`config.mk`:
```
export PLATFORM = sky130hd
export DESIGN_NAME = timer
export DESIGN_NICKNAME = d
export VERILOG_FILES = /design/src/hdl/timer_pkg.sv /design/src/hdl/timer.sv /design/src/hdl/timer_regs.sv /design/src/hdl/timer_ctrl.sv /design/src/hdl/timer_counter.sv
export SDC_FILE = /design/constraint.sdc
export NUM_CORES = 1
export LEC_CHECK = 0
export BUFFER_PORTS_ARGS = -buffer_cell sky130_fd_sc_hd__buf_2
export CAP_MARGIN = 25
export CORE_ASPECT_RATIO = 1.4
export CORE_UTILIZATION = 53
export CTS_CLUSTER_SIZE = 40
export DETAILED_ROUTE_END_ITERATION = 6
export PLACE_DENSITY_LB_ADDON = 0.3
export SYNTH_ARGS = -nofsm -noshare
export SYNTH_HDL_FRONTEND = slang
export SYNTH_SLANG_ARGS = --single-unit
```
`constraint.sdc`:
```
create_clock -name clk -period 2.25 [get_ports clk]
set_input_delay 0.3375 -clock clk [delete_from_list [all_inputs] [get_ports clk]]
set_output_delay 0.3375 -clock clk [all_outputs]
set_load 0.02 [all_outputs]
```
`src/hdl/timer_pkg.sv`:
```
package timer_pkg;

  // ----------------------------------------
  // widths
  // ----------------------------------------

  // prescaler, timer and host data path
  localparam int TIMER_WIDTH = 32;
  // host register address
  localparam int ADDR_WIDTH = 8;

  // ----------------------------------------
  // register bit positions
  // ----------------------------------------

  // ctrl register, write one to toggle run
  localparam int CTRL_START_BIT = 0;
  // status register fields
  localparam int STATUS_RUNNING_BIT = 0;
  localparam int STATUS_EXPIRED_BIT = 1;

  // ----------------------------------------
  // enums
  // ----------------------------------------

  // controller states
  typedef enum logic [1:0] {
    CTRL_IDLE     = 2'h0,
    CTRL_PRESCALE = 2'h1,
    CTRL_COUNT    = 2'h2
  } ctrl_state_t;

  // host register map, word addresses
  typedef enum logic [ADDR_WIDTH-1:0] {
    ADDR_CTRL      = 8'h08,
    ADDR_STATUS    = 8'h09,
    ADDR_PRESCALER = 8'h0a,
    ADDR_TIMER     = 8'h0b,
    ADDR_CURR      = 8'h0c
  } reg_addr_t;

endpackage
```
`src/hdl/timer.sv`:
```
`timescale 1ns/10ps

module timer import timer_pkg::*; (
  input  logic                   clk,
  input  logic                   reset_n,
  // host strobe interface
  input  logic                   cs,
  input  logic                   we,
  input  logic [ADDR_WIDTH-1:0]  address,
  input  logic [TIMER_WIDTH-1:0] write_data,
  output logic [TIMER_WIDTH-1:0] read_data,
  // expiry interrupt
  output logic                   irq
);

  // ----------------------------------------
  // internal wiring
  // ----------------------------------------

  // register block to controller and counters
  logic [TIMER_WIDTH-1:0] prescaler_init;
  logic [TIMER_WIDTH-1:0] timer_init;
  logic                   start_stop;

  // controller to register block
  logic                   running;
  logic                   done;

  // controller to counters
  logic                   prescaler_load;
  logic                   prescaler_dec;
  logic                   timer_load;
  logic                   timer_dec;

  // counters back to controller
  logic                   prescaler_zero;
  logic                   timer_zero;
  logic [TIMER_WIDTH-1:0] curr_timer;

  // ----------------------------------------
  // host registers
  // ----------------------------------------

  timer_regs u_regs (
    .clk            (clk),
    .reset_n        (reset_n),
    .cs             (cs),
    .we             (we),
    .address        (address),
    .write_data     (write_data),
    .read_data      (read_data),
    .curr_timer     (curr_timer),
    .running        (running),
    .done           (done),
    .prescaler_init (prescaler_init),
    .timer_init     (timer_init),
    .start_stop     (start_stop),
    .irq            (irq)
  );

  // ----------------------------------------
  // sequencing
  // ----------------------------------------

  timer_ctrl u_ctrl (
    .clk            (clk),
    .reset_n        (reset_n),
    .start_stop     (start_stop),
    .prescaler_init (prescaler_init),
    .prescaler_zero (prescaler_zero),
    .timer_zero     (timer_zero),
    .prescaler_load (prescaler_load),
    .prescaler_dec  (prescaler_dec),
    .timer_load     (timer_load),
    .timer_dec      (timer_dec),
    .running        (running),
    .done           (done)
  );

  // ----------------------------------------
  // counters
  // ----------------------------------------

  // prescaler count is internal only, nothing reads it back
  timer_counter u_prescaler (
    .clk        (clk),
    .reset_n    (reset_n),
    .load       (prescaler_load),
    .dec        (prescaler_dec),
    .init_value (prescaler_init),
    .count      (),
    .zero       (prescaler_zero)
  );

  timer_counter u_timer (
    .clk        (clk),
    .reset_n    (reset_n),
    .load       (timer_load),
    .dec        (timer_dec),
    .init_value (timer_init),
    .count      (curr_timer),
    .zero       (timer_zero)
  );

endmodule

```
`src/hdl/timer_regs.sv`:
```
`timescale 1ns/10ps

module timer_regs import timer_pkg::*; (
  input  logic                   clk,
  input  logic                   reset_n,
  // host strobe interface
  input  logic                   cs,
  input  logic                   we,
  input  logic [ADDR_WIDTH-1:0]  address,
  input  logic [TIMER_WIDTH-1:0] write_data,
  output logic [TIMER_WIDTH-1:0] read_data,
  // live timer count for readback
  input  logic [TIMER_WIDTH-1:0] curr_timer,
  // status from controller
  input  logic                   running,
  input  logic                   done,
  // config to controller and counters
  output logic [TIMER_WIDTH-1:0] prescaler_init,
  output logic [TIMER_WIDTH-1:0] timer_init,
  output logic                   start_stop,
  // interrupt follows the sticky expired flag
  output logic                   irq
);

  reg_addr_t addr;
  logic      wr_en;
  logic      rd_en;
  logic      wr_ctrl;
  logic      wr_status;
  logic      wr_prescaler;
  logic      wr_timer;
  logic      expired_reg;

  // ----------------------------------------
  // address decode
  // ----------------------------------------

  assign addr  = reg_addr_t'(address);
  assign wr_en = cs && we;
  assign rd_en = cs && !we;

  // unknown addresses match none of these
  assign wr_ctrl      = wr_en && (addr == ADDR_CTRL);
  assign wr_status    = wr_en && (addr == ADDR_STATUS);
  // init values locked while a run is active
  assign wr_prescaler = wr_en && (addr == ADDR_PRESCALER) && !running;
  assign wr_timer     = wr_en && (addr == ADDR_TIMER) && !running;

  // ----------------------------------------
  // control registers
  // ----------------------------------------

  always_ff @(posedge clk) begin
    if (!reset_n) begin
      prescaler_init <= '0;
      timer_init     <= '0;
      start_stop     <= 1'b0;
      expired_reg    <= 1'b0;
    end else begin
      if (wr_prescaler) begin
        prescaler_init <= write_data;
      end
      if (wr_timer) begin
        timer_init <= write_data;
      end

      // one-cycle pulse in the cycle after the write
      start_stop <= wr_ctrl && write_data[CTRL_START_BIT];

      // set on done beats write-one-to-clear
      if (done) begin
        expired_reg <= 1'b1;
      end else if (wr_status && write_data[STATUS_EXPIRED_BIT]) begin
        expired_reg <= 1'b0;
      end
    end
  end

  assign irq = expired_reg;

  // ----------------------------------------
  // read mux
  // ----------------------------------------

  // combinational read data is zero when not reading
  always_comb begin
    read_data = '0;
    if (rd_en) begin
      case (addr)
        ADDR_STATUS: begin
          read_data[STATUS_RUNNING_BIT] = running;
          read_data[STATUS_EXPIRED_BIT] = expired_reg;
        end
        ADDR_PRESCALER: begin
          read_data = prescaler_init;
        end
        ADDR_TIMER: begin
          read_data = timer_init;
        end
        ADDR_CURR: begin
          read_data = curr_timer;
        end
        // ctrl is write only and the rest is unmapped
        default: begin
          read_data = '0;
        end
      endcase
    end
  end

  // ----------------------------------------
  // assertions
  // ----------------------------------------

  // start_stop is a strict single pulse
  a_start_stop_pulse: assert property (
    @(posedge clk) disable iff (!reset_n)
    start_stop |=> !start_stop
  ) else $error("timer_regs: start_stop high on two consecutive cycles");

endmodule

```
`src/hdl/timer_ctrl.sv`:
```
`timescale 1ns/10ps

module timer_ctrl import timer_pkg::*; (
  input  logic                   clk,
  input  logic                   reset_n,
  // toggle pulse from register block
  input  logic                   start_stop,
  // only checked for zero, to skip or reload the prescale phase
  input  logic [TIMER_WIDTH-1:0] prescaler_init,
  // zero flags from the two counters
  input  logic                   prescaler_zero,
  input  logic                   timer_zero,
  // counter controls
  output logic                   prescaler_load,
  output logic                   prescaler_dec,
  output logic                   timer_load,
  output logic                   timer_dec,
  // status to register block
  output logic                   running,
  output logic                   done
);

  ctrl_state_t state_reg;
  ctrl_state_t state_next;
  logic        prescale_skip;

  // no prescale phase at all when init is zero
  assign prescale_skip = (prescaler_init == '0);

  // ----------------------------------------
  // state register
  // ----------------------------------------

  always_ff @(posedge clk) begin
    if (!reset_n) begin
      state_reg <= CTRL_IDLE;
    end else begin
      state_reg <= state_next;
    end
  end

  // level, high in both active states
  assign running = (state_reg != CTRL_IDLE);

  // ----------------------------------------
  // next state and counter control
  // ----------------------------------------

  always_comb begin
    state_next     = state_reg;
    prescaler_load = 1'b0;
    prescaler_dec  = 1'b0;
    timer_load     = 1'b0;
    timer_dec      = 1'b0;
    done           = 1'b0;

    case (state_reg)
      CTRL_IDLE: begin
        if (start_stop) begin
          // both counters load together on start
          prescaler_load = 1'b1;
          timer_load     = 1'b1;
          if (prescale_skip) begin
            state_next = CTRL_COUNT;
          end else begin
            state_next = CTRL_PRESCALE;
          end
        end
      end

      CTRL_PRESCALE: begin
        if (start_stop) begin
          // stop, counts freeze where they are
          state_next = CTRL_IDLE;
        end else if (prescaler_zero) begin
          state_next = CTRL_COUNT;
        end else begin
          prescaler_dec = 1'b1;
        end
      end

      CTRL_COUNT: begin
        if (start_stop) begin
          state_next = CTRL_IDLE;
        end else if (timer_zero) begin
          // expiry, one cycle of done then idle
          done       = 1'b1;
          state_next = CTRL_IDLE;
        end else begin
          timer_dec = 1'b1;
          // reload for next tick unless prescaling is off
          if (!prescale_skip) begin
            prescaler_load = 1'b1;
            state_next     = CTRL_PRESCALE;
          end
        end
      end

      default: begin
        state_next = CTRL_IDLE;
      end
    endcase
  end

  // ----------------------------------------
  // assertions
  // ----------------------------------------

  // done only from count state, and the run is over next cycle
  a_done_in_count: assert property (
    @(posedge clk) disable iff (!reset_n)
    done |-> (state_reg == CTRL_COUNT) ##1 (state_reg == CTRL_IDLE && !running)
  ) else $error("timer_ctrl: done outside CTRL_COUNT or run kept going");

  // running only comes up after a start pulse seen in idle
  a_running_not_idle: assert property (
    @(posedge clk) disable iff (!reset_n)
    $rose(running) |-> ($past(start_stop) && $past(state_reg) == CTRL_IDLE)
  ) else $error("timer_ctrl: running high without start from CTRL_IDLE");

endmodule

```
`src/hdl/timer_counter.sv`:
```
`timescale 1ns/10ps

module timer_counter import timer_pkg::*; (
  input  logic                   clk,
  input  logic                   reset_n,
  // control from timer_ctrl
  input  logic                   load,
  input  logic                   dec,
  // value taken on load
  input  logic [TIMER_WIDTH-1:0] init_value,
  // live count and zero flag back to controller
  output logic [TIMER_WIDTH-1:0] count,
  output logic                   zero
);

  // ----------------------------------------
  // count register
  // ----------------------------------------

  // load has priority over dec
  always_ff @(posedge clk) begin
    if (!reset_n) begin
      count <= '0;
    end else if (load) begin
      count <= init_value;
    end else if (dec) begin
      count <= count - 1'b1;
    end
  end

  // zero reported straight from the register
  assign zero = (count == '0);

  // ----------------------------------------
  // assertions
  // ----------------------------------------

  // controller must pick one action per cycle
  a_no_load_and_dec: assert property (
    @(posedge clk) disable iff (!reset_n)
    !(load && dec)
  ) else $error("timer_counter: load and dec high together");

  // controller must never underflow the counter
  a_no_dec_at_zero: assert property (
    @(posedge clk) disable iff (!reset_n)
    dec |-> !zero
  ) else $error("timer_counter: dec while count is zero");

endmodule

```
==> run metrics, run 1 <==
status=complete, but fails checks; failing checks=setup timing; WL final=22920 um; GP Congestion=0.8642; crit path max fanout=10; clk_skew=0.01072 ns; GR peak layer=met2; antenna-violating nets left=0; PwrDens=549.0 mW/mm^2; row cnt=49; Synth async-reset ratio=0%; Worst Path Arrival=2.68 ns; Setup crit start kind=register; final net count=1071; Area contributors post-synth=dfxtp_1 (37%), nand2_1 (5.7%), mux2_2 (5.2%), a21oi_1 (5.1%), mux2i_1 (5.1%); flip-flop and latch count after synthesis=132; top-area cell type share of the netlist area=37.26%; first-pass GRT wire length=35620 um; Die H=138.9 um; core region area=0.01294 mm^2; Die Area=0.01386 mm^2; vias in the first global route=7175; Design Power=5149 uW; GR Util met2=55.72%; DRC viols=0; initial antenna violation count=0; clock root buffer master=clkbuf_16; P&R area growth vs syn=32.21%; clock sink count=132; Synth area leader=dfxtp_1; I/O pins=77; # diodes=0; RSZ-0062 raised after global routing=yes; initial cell density of the core=54.83%; fmax=426.8 MHz; syn nets=917; Clk Latency, worst-skew pair=0.42 ns; Synth top cells by count=dfxtp_1 (132), nand2_1 (107), nor2_1 (92); worst vdd ir=0.0004198 V; filler instances=971; post-layout util=72.49%; met1 usage=39.14%; Crit path required time=2.58 ns; htree depth=4; ys flop type=dfxtp_1; DR WL/cell=18.86 um; Avg Cell Area, Syn=8.153 um^2; Max Cap Viol=0; post-layout min period=2.343 ns; DP Wirelength=15830 um; Vias/cell=6.227; Mapped Cells=870; Pre-antenna DRT Iters=5; largest net degree at the start of global routing=67; Clock Pin Slew Worst Setup and Hold Paths=0.06 ns; endpoint class of the critical path=register; GRT met3 Usage=6.250%; Via Count=7566; WHS=0.1619 ns; final worst slack=-0.09310 ns; post-synth design cell area=0.007093 mm^2; GRT overflow=0; Slew headroom=66.27%; Worst Hold Class=in2reg; R2R cell count=7; IO Port Bufs=76; deepest clock path buffer count=2; chip width=99.77 um; Slew Viols, Final=0; Setup CP Type=reg2reg; Min-Delay Path Depth=3; final period utilization=104.1%; Setup violations, final=6; sequential share of the synthesized area=37.26%; final hold vios=0; EDFF count, synth=0; initial DRC count=610; top-count cell post-synth=dfxtp_1; leakage=0.003570 uW; aggregate global-route resource usage=32.59%; CTS tree=done; yosys warns=0; Yosys cell types=69; worst slack at placement=-0.08699 ns; Inserted Clock Buffers=17; share of layout cells above drive strength 1=33.17%; pin slew with the least headroom to its limit=0.5048 ns
-- logic make-up after synthesis --
kind of cell / count (synthesis) / share of synthesized area (%)
XOR/XNOR: 3 / 0.3705
flip-flops: 132 / 37.26
AND/OR/NAND/NOR: 367 / 26.18
multiplexers: 69 / 10.32
AO/OA/AOI/OAI: 220 / 20.66
buffers and inverters: 76 / 4.692
adder cells (fa/ha/maj): 3 / 0.5293
-- routing by layer --
metal	wire length, um	vias up
met3	1670	66
met5	0	-
met4	753	0
met1	9048	3565
met2	11450	374
li1	-	3561
-- final timing paths --
| kind | start | endpoint | slack (ns) |
|---|---|---|---|
| max reg2reg | u_timer.count[15] | u_timer.count[31] | -0.09 |
| max | u_timer.count[15] | u_timer.count[31] | -0.09 |
| min | write_data[20] | u_regs.timer_init[20] | 0.16 |
| min reg2reg | u_regs.timer_init[12] | u_regs.timer_init[12] | 0.47 |
-- stage by stage --
step,instance area [um^2],setup TNS (ns),cells
6_report,9378,-0.2764,1215
4_1_cts,9091,-0.05831,1213
3_3_place_gp,8459,-0.1181,1177
2_1_floorplan,7158,-0.09689,870
3_5_place_dp,8459,-0.5296,1177
5_1_grt,9378,-1.225,1215
-- worst max-delay path: stages, from the launching register on --
cell	delay, ns
dfxtp_2	0.32
or4_4	0.53
or3_4	0.37
nor3_4	0.22
buf_4	0.17
nand3_4	0.11
or3_1	0.36
a31oi_1	0.17
-- cells in the final DEF, fill, tap and decap left out, types with 18 or more instances in the layout --
cell type	n
mux2_2	32
buf_4	113
clkbuf_16	18
nand2_1	105
a21oi_1	71
dfxtp_1	125
buf_2	74
a22oi_1	44
nand3_1	35
a31oi_1	25
mux2i_1	36
nor2_1	88
-- power breakdown --
part	leakage, uW	switching [uW]	total, uW	internal [uW]
logic	0.00224	102	160	57.3
clock network	0.000264	1120	2650	1530
registers	0.00107	0.742	2340	2340
-- final cells by class --
cell class | count | area (um^2) | share of cell area, %
multi-input cells | 662 | 4413 | 47.06
repair buffers | 204 | 1503 | 16.02
clock buffers | 19 | 432.9 | 4.616
inverters | 7 | 27.53 | 0.2935
clock inverters | 13 | 127.6 | 1.361
flip-flops and latches | 132 | 2651 | 28.27
well taps | 178 | 222.7 | 2.375
-- repair_timing --
action | in CTS | in global routing
hold buffers | 0 | 0
buffers inserted | 4 | 1
resized for setup | 6 | 60
pin swaps | 9 | 17
cloned | 0 | 1
setup endpoints to repair | 18 | 88
No activity file was read; power rests on OpenSTA's default activity.
==> inputs of run 2 (changes only) <==
CAP_MARGIN = not set   (was 25)
CORE_UTILIZATION = 50   (was 53)
==> run metrics, run 2 (synthesized netlist as in run 1, its figures left out) <==
Vias/cell=6.205 (was 6.227); design area=0.009575 mm^2 (was 0.009378 mm^2); chip width=102.7 um (was 99.77 um); core region area=0.01391 mm^2 (was 0.01294 mm^2); area post-placement=0.008558 mm^2 (was 0.008459 mm^2); final worst slack=-0.01744 ns (was -0.09310 ns); vias in the first global route=7081 (was 7175); post-layout min period=2.267 ns (was 2.343 ns); endpoint class of the critical path=register (unchanged); post-layout util=68.83% (was 72.49%); Slew headroom=61.90% (was 66.27%); final period utilization=100.8% (was 104.1%); met2 WL=11900 um (was 11450 um); # diodes=0 (unchanged); clk_skew=0.009474 ns (was 0.01072 ns); P&R area growth vs syn=35.00% (was 32.21%); Inserted Clock Buffers=17 (unchanged); status=complete, but fails checks (unchanged); largest net degree at the start of global routing=37 (was 67); commonest non-fill, non-tap cell in the layout=buf_4 (was dfxtp_1); share of layout cells above drive strength 1=35.06% (was 33.17%); wire length on met3=1642 um (was 1670 um); GRT overflow=0 (unchanged); DP Wirelength=16290 um (was 15830 um); htree depth=4 (unchanged); RSZ-0062 raised after global routing=yes (unchanged); antenna-violating nets left=0 (unchanged); row cnt=51 (was 49); pin slew with the least headroom to its limit=0.5708 ns (was 0.5048 ns); Die H=142.9 um (was 138.9 um); fmax=441.0 MHz (was 426.8 MHz); GP Congestion=0.9145 (was 0.8642); final net count=1095 (was 1071); Slew Viols, Final=0 (unchanged); final hold vios=0 (unchanged); IO Port Bufs=76 (unchanged); initial DRC count=779 (was 610); Crit path required time=2.57 ns (was 2.58 ns); M1 wire length=9439 um (was 9048 um); worst slack at placement=-0.1035 ns (was -0.08699 ns); failing checks=setup timing (unchanged); Setup CP Type=reg2reg (unchanged); PwrDens=541.8 mW/mm^2 (was 549.0 mW/mm^2); I/O pins=77 (unchanged); clock root buffer master=clkbuf_16 (unchanged); cts hold-fix bufs=0 (unchanged); first-pass GRT wire length=35850 um (was 35620 um); clock sink count=132 (unchanged); initial antenna violation count=0 (unchanged); leakage=0.003692 uW (was 0.003570 uW); initial cell density of the core=50.99% (was 54.83%); crit path max fanout=11 (was 10); worst vdd ir=0.0005672 V (was 0.0004198 V); Worst Hold Class=in2reg (unchanged); Die Area=0.01467 mm^2 (was 0.01386 mm^2); Pre-antenna DRT Iters=6 (was 5); DR top layer=met4 (unchanged); CTS tree=done (unchanged); Clock Pin Slew Worst Setup and Hold Paths=0.06 ns (about the same); Setup crit start kind=register (unchanged); Max Cap Viol=0 (unchanged); Clk Latency, worst-skew pair=0.43 ns (was 0.42 ns); Worst Path Arrival=2.59 ns (was 2.68 ns); aggregate global-route resource usage=32.04% (was 32.59%); Via Count=7731 (was 7566); WL final=23830 um (was 22920 um); deepest clock path buffer count=2 (unchanged); most frequent cells in the layout=buf_4 (136), dfxtp_1 (126), nand2_1 (105), nor2_1 (87), buf_2 (76) (was dfxtp_1 (125), buf_4 (113), nand2_1 (105), nor2_1 (88), buf_2 (74)); Setup violations, final=3 (was 6); filler instances=1141 (was 971); DRC viols=0 (unchanged); DR WL/cell=19.12 um (was 18.86 um); Worst R2R Setup Slack=-0.02 ns (was -0.09 ns)
==> run 2: power breakdown <==
group | internal, uW | total, uW | switching, uW | leakage (uW)
registers | 2340 | 2340 | 0.720 | 0.00107
logic | 61.2 | 172 | 111 | 0.00236
clock network | 1560 | 2680 | 1120 | 0.000267
==> run 2: final timing paths <==
kind         depth (start not counted)                     to             startpoint
max                                  6      u_timer.count[27]      u_timer.count[15]
max reg2reg                          6      u_timer.count[27]      u_timer.count[15]
min reg2reg                          2  u_prescaler.count[23]  u_prescaler.count[23]
min                                  3  u_regs.timer_init[15]         write_data[15]
==> run 2: routing by layer <==
metal | track usage, % | vias up
met5 | 0 | -
met2 | 53.68 | 380
met1 | 39.63 | 3687
li1 | - | 3601
met3 | 5.776 | 63
met4 | 13.91 | 0
==> run 2: worst max-delay path, cell delays in order (launching register included) <==
cell and delay [ns]:
dfxtp_2 0.34, or4_4 0.51, or3_4 0.37, nor3_4 0.25, nand3_4 0.18, o311a_1 0.34
o21a_1 0.18
==> run 2: area by class of cell <==
type	instances	area [um^2]	area share, %
well taps	185	231.5	2.417
flip-flops and latches	132	2653	27.70
inverters	7	27.53	0.2875
clock inverters	13	126.4	1.320
clock buffers	19	442.9	4.626
multi-input cells	664	4452	46.49
repair buffers	226	1643	17.16
==> run 2: metrics by stage <==
stage / TNS (ns) / total power (uW) / instances / hold slack [ns]
after global routing: -1.049 / 5316 / 1246 / 0.1501
final: -0.02375 / 5187 / 1246 / 0.1523
after global placement: -0.2160 / 2550 / 1196 / 0.4551
after CTS: -0.02210 / 5190 / 1231 / 0.1433
after detailed placement: -0.7442 / 2551 / 1196 / 0.4626
after floorplan: -0.09689 / 2462 / 870 / 0.4386
==> run 2: repair_timing <==
item | CTS | global route
setup endpoints to repair | 24 | 60
pin swaps | 3 | 22
resized for setup | 9 | 64
setup buffers | 2 | 12
gates cloned | 1 | 3
==> inputs of run 3 (changes only) <==
CELL_PAD_IN_SITES_DETAIL_PLACEMENT = 0   (was not set)
CELL_PAD_IN_SITES_GLOBAL_PLACEMENT = 1   (was not set)
CORE_UTILIZATION = 40   (was 50)
==> run metrics, run 3 (synthesized netlist as in run 1, its figures left out) <==
GP Congestion=0.8972 (was 0.9145); I/O pins=77 (unchanged); pin slew with the least headroom to its limit=0.5389 ns (was 0.5708 ns); share of layout cells above drive strength 1=36.31% (was 35.06%); Pre-antenna DRT Iters=5 (was 6); first-pass GRT wire length=38730 um (was 35850 um); worst path cell trace=or4_4 > or3_4 > nor3_4 > nand4_4 > buf_12 > o311a_4 > o21a_1 (was or4_4 > or3_4 > nor3_4 > nand3_4 > o311a_1 > o21a_1); vias in the first global route=7193 (was 7081); DR WL/cell=19.01 um (was 19.12 um); crit path max fanout=6 (was 11); final worst slack=-0.1127 ns (was -0.01744 ns); Crit path required time=2.57 ns (about the same); final period utilization=105.0% (was 100.8%); core region area=0.01733 mm^2 (was 0.01391 mm^2); chip width=114.5 um (was 102.7 um); clock sink count=132 (unchanged); initial DRC count=617 (was 779); worst slack at placement=-0.1001 ns (was -0.1035 ns); Worst Path Buf+Inv=1 (was 0); final hold vios=0 (unchanged); commonest non-fill, non-tap cell in the layout=buf_4 (unchanged); failing checks=setup timing (unchanged); DRC viols=0 (unchanged); Slew headroom=63.99% (was 61.90%); P&R area growth vs syn=39.65% (was 35.00%); most frequent cells in the layout=buf_4 (147), dfxtp_1 (125), nand2_1 (103), nor2_1 (89), buf_2 (77) (was buf_4 (136), dfxtp_1 (126), nand2_1 (105), nor2_1 (87), buf_2 (76)); initial antenna violation count=0 (unchanged); Slowest-stage cell, CP=or4_4 (unchanged); Setup violations, final=12 (was 3); DP Wirelength=17280 um (was 16290 um); Die H=159.6 um (was 142.9 um); Max Cap Viol=0 (unchanged); WL final=25110 um (was 23830 um); largest net degree at the start of global routing=72 (was 37); Worst Hold Class=in2reg (unchanged); CTS tree=done (unchanged); final net count=1119 (was 1095); WHS=0.1532 ns (was 0.1523 ns); Inserted Clock Buffers=17 (unchanged); Via Count=7654 (was 7731); Max stage delay on crit path=0.53 ns (was 0.51 ns); Clock Pin Slew Worst Setup and Hold Paths=0.06 ns (about the same); aggregate global-route resource usage=27.43% (was 32.04%); initial cell density of the core=40.93% (was 50.99%); Worst Path Arrival=2.68 ns (was 2.59 ns); Setup CP Type=reg2reg (unchanged); PwrDens=526.3 mW/mm^2 (was 541.8 mW/mm^2); antenna-violating nets left=0 (unchanged); Setup crit start kind=register (unchanged); RSZ-0062 raised after global routing=yes (unchanged); delay-heaviest family, CP=simple AND/OR/NAND/NOR gates (unchanged); Clk Latency, worst-skew pair=0.42 ns (was 0.43 ns); Vias/cell=5.794 (was 6.205); cts hold-fix bufs=0 (unchanged); GRT overflow=0 (unchanged); fmax=423.3 MHz (was 441.0 MHz); clock root buffer master=clkbuf_16 (unchanged); row cnt=57 (was 51); # diodes=0 (unchanged); clk_skew=0.009188 ns (was 0.009474 ns); endpoint class of the critical path=register (unchanged); leakage=0.003854 uW (was 0.003692 uW); htree depth=4 (unchanged); Die Area=0.01828 mm^2 (was 0.01467 mm^2); IO Port Bufs=76 (unchanged); deepest clock path buffer count=2 (unchanged); Slew Viols, Final=0 (unchanged); worst vdd ir=0.0004509 V (was 0.0005672 V); status=complete, but fails checks (unchanged); post-layout min period=2.363 ns (was 2.267 ns)
[run 3: final cells by class]
class                      count  area (um^2)
clock buffer                  18        439.2
inverter                       7        27.53
sequential                   132         2651
fill                        1602         7425
clock inverter                14        127.6
timing repair buffer         252         1953
multi-input combinational    662         4412
tap                          236        295.3
[run 3: power by group]
group	switching (uW)	leakage [uW]	internal, uW
combinational	106	0.00252	57.4
clock	1150	0.000269	1560
sequential	0.741	0.00107	2340
total	1260	0.00385	3950
[run 3: timing repair]
action	CTS	global route
hold endpoints to repair	0	0
setup buffers	9	20
endpoints found under the setup margin	41	57
pin swaps	12	35
resized for setup	18	53
cloned	1	2
[run 3: final timing paths]
| kind | depth (start not counted) | to | slack [ns] | start |
|---|---|---|---|---|
| max reg2reg | 7 | u_timer.count[24] | -0.11 | u_timer.count[17] |
| min | 3 | u_regs.timer_init[16] | 0.15 | write_data[16] |
| min reg2reg | 2 | u_prescaler.count[23] | 0.47 | u_prescaler.count[23] |
| max | 7 | u_timer.count[24] | -0.11 | u_timer.count[17] |
[run 3: layer usage]
layer	vias to the layer above	wire length, um	GRT usage [%]
li1	3651	-	-
met1	3689	10440	35.11
met2	266	12500	45.79
met3	48	1381	4.301
met4	0	788	10.80
met5	-	0	0
[run 3: through the flow]
stage / util, % / instances / total power [uW] / setup TNS [ns] / area [um^2]
after floorplan: - / 870 / 2462 / -0.09689 / 7158
after global placement: 50.18 / 1257 / 2549 / -0.9903 / 8697
after detailed placement: 50.18 / 1257 / 2550 / -1.106 / 8697
after CTS: 54.60 / 1299 / 5245 / -0.09892 / 9463
after global routing: 57.16 / 1321 / 5363 / -2.602 / 9906
final: 57.16 / 1321 / 5213 / -0.7565 / 9906
[run 3: worst register-to-register path, stage by stage, from the launching register on]
cell and delay, ns:
dfxtp_2 0.32, or4_4 0.53, or3_4 0.40, nor3_4 0.26, nand4_4 0.15, buf_12 0.17
o311a_4 0.29, o21a_1 0.16
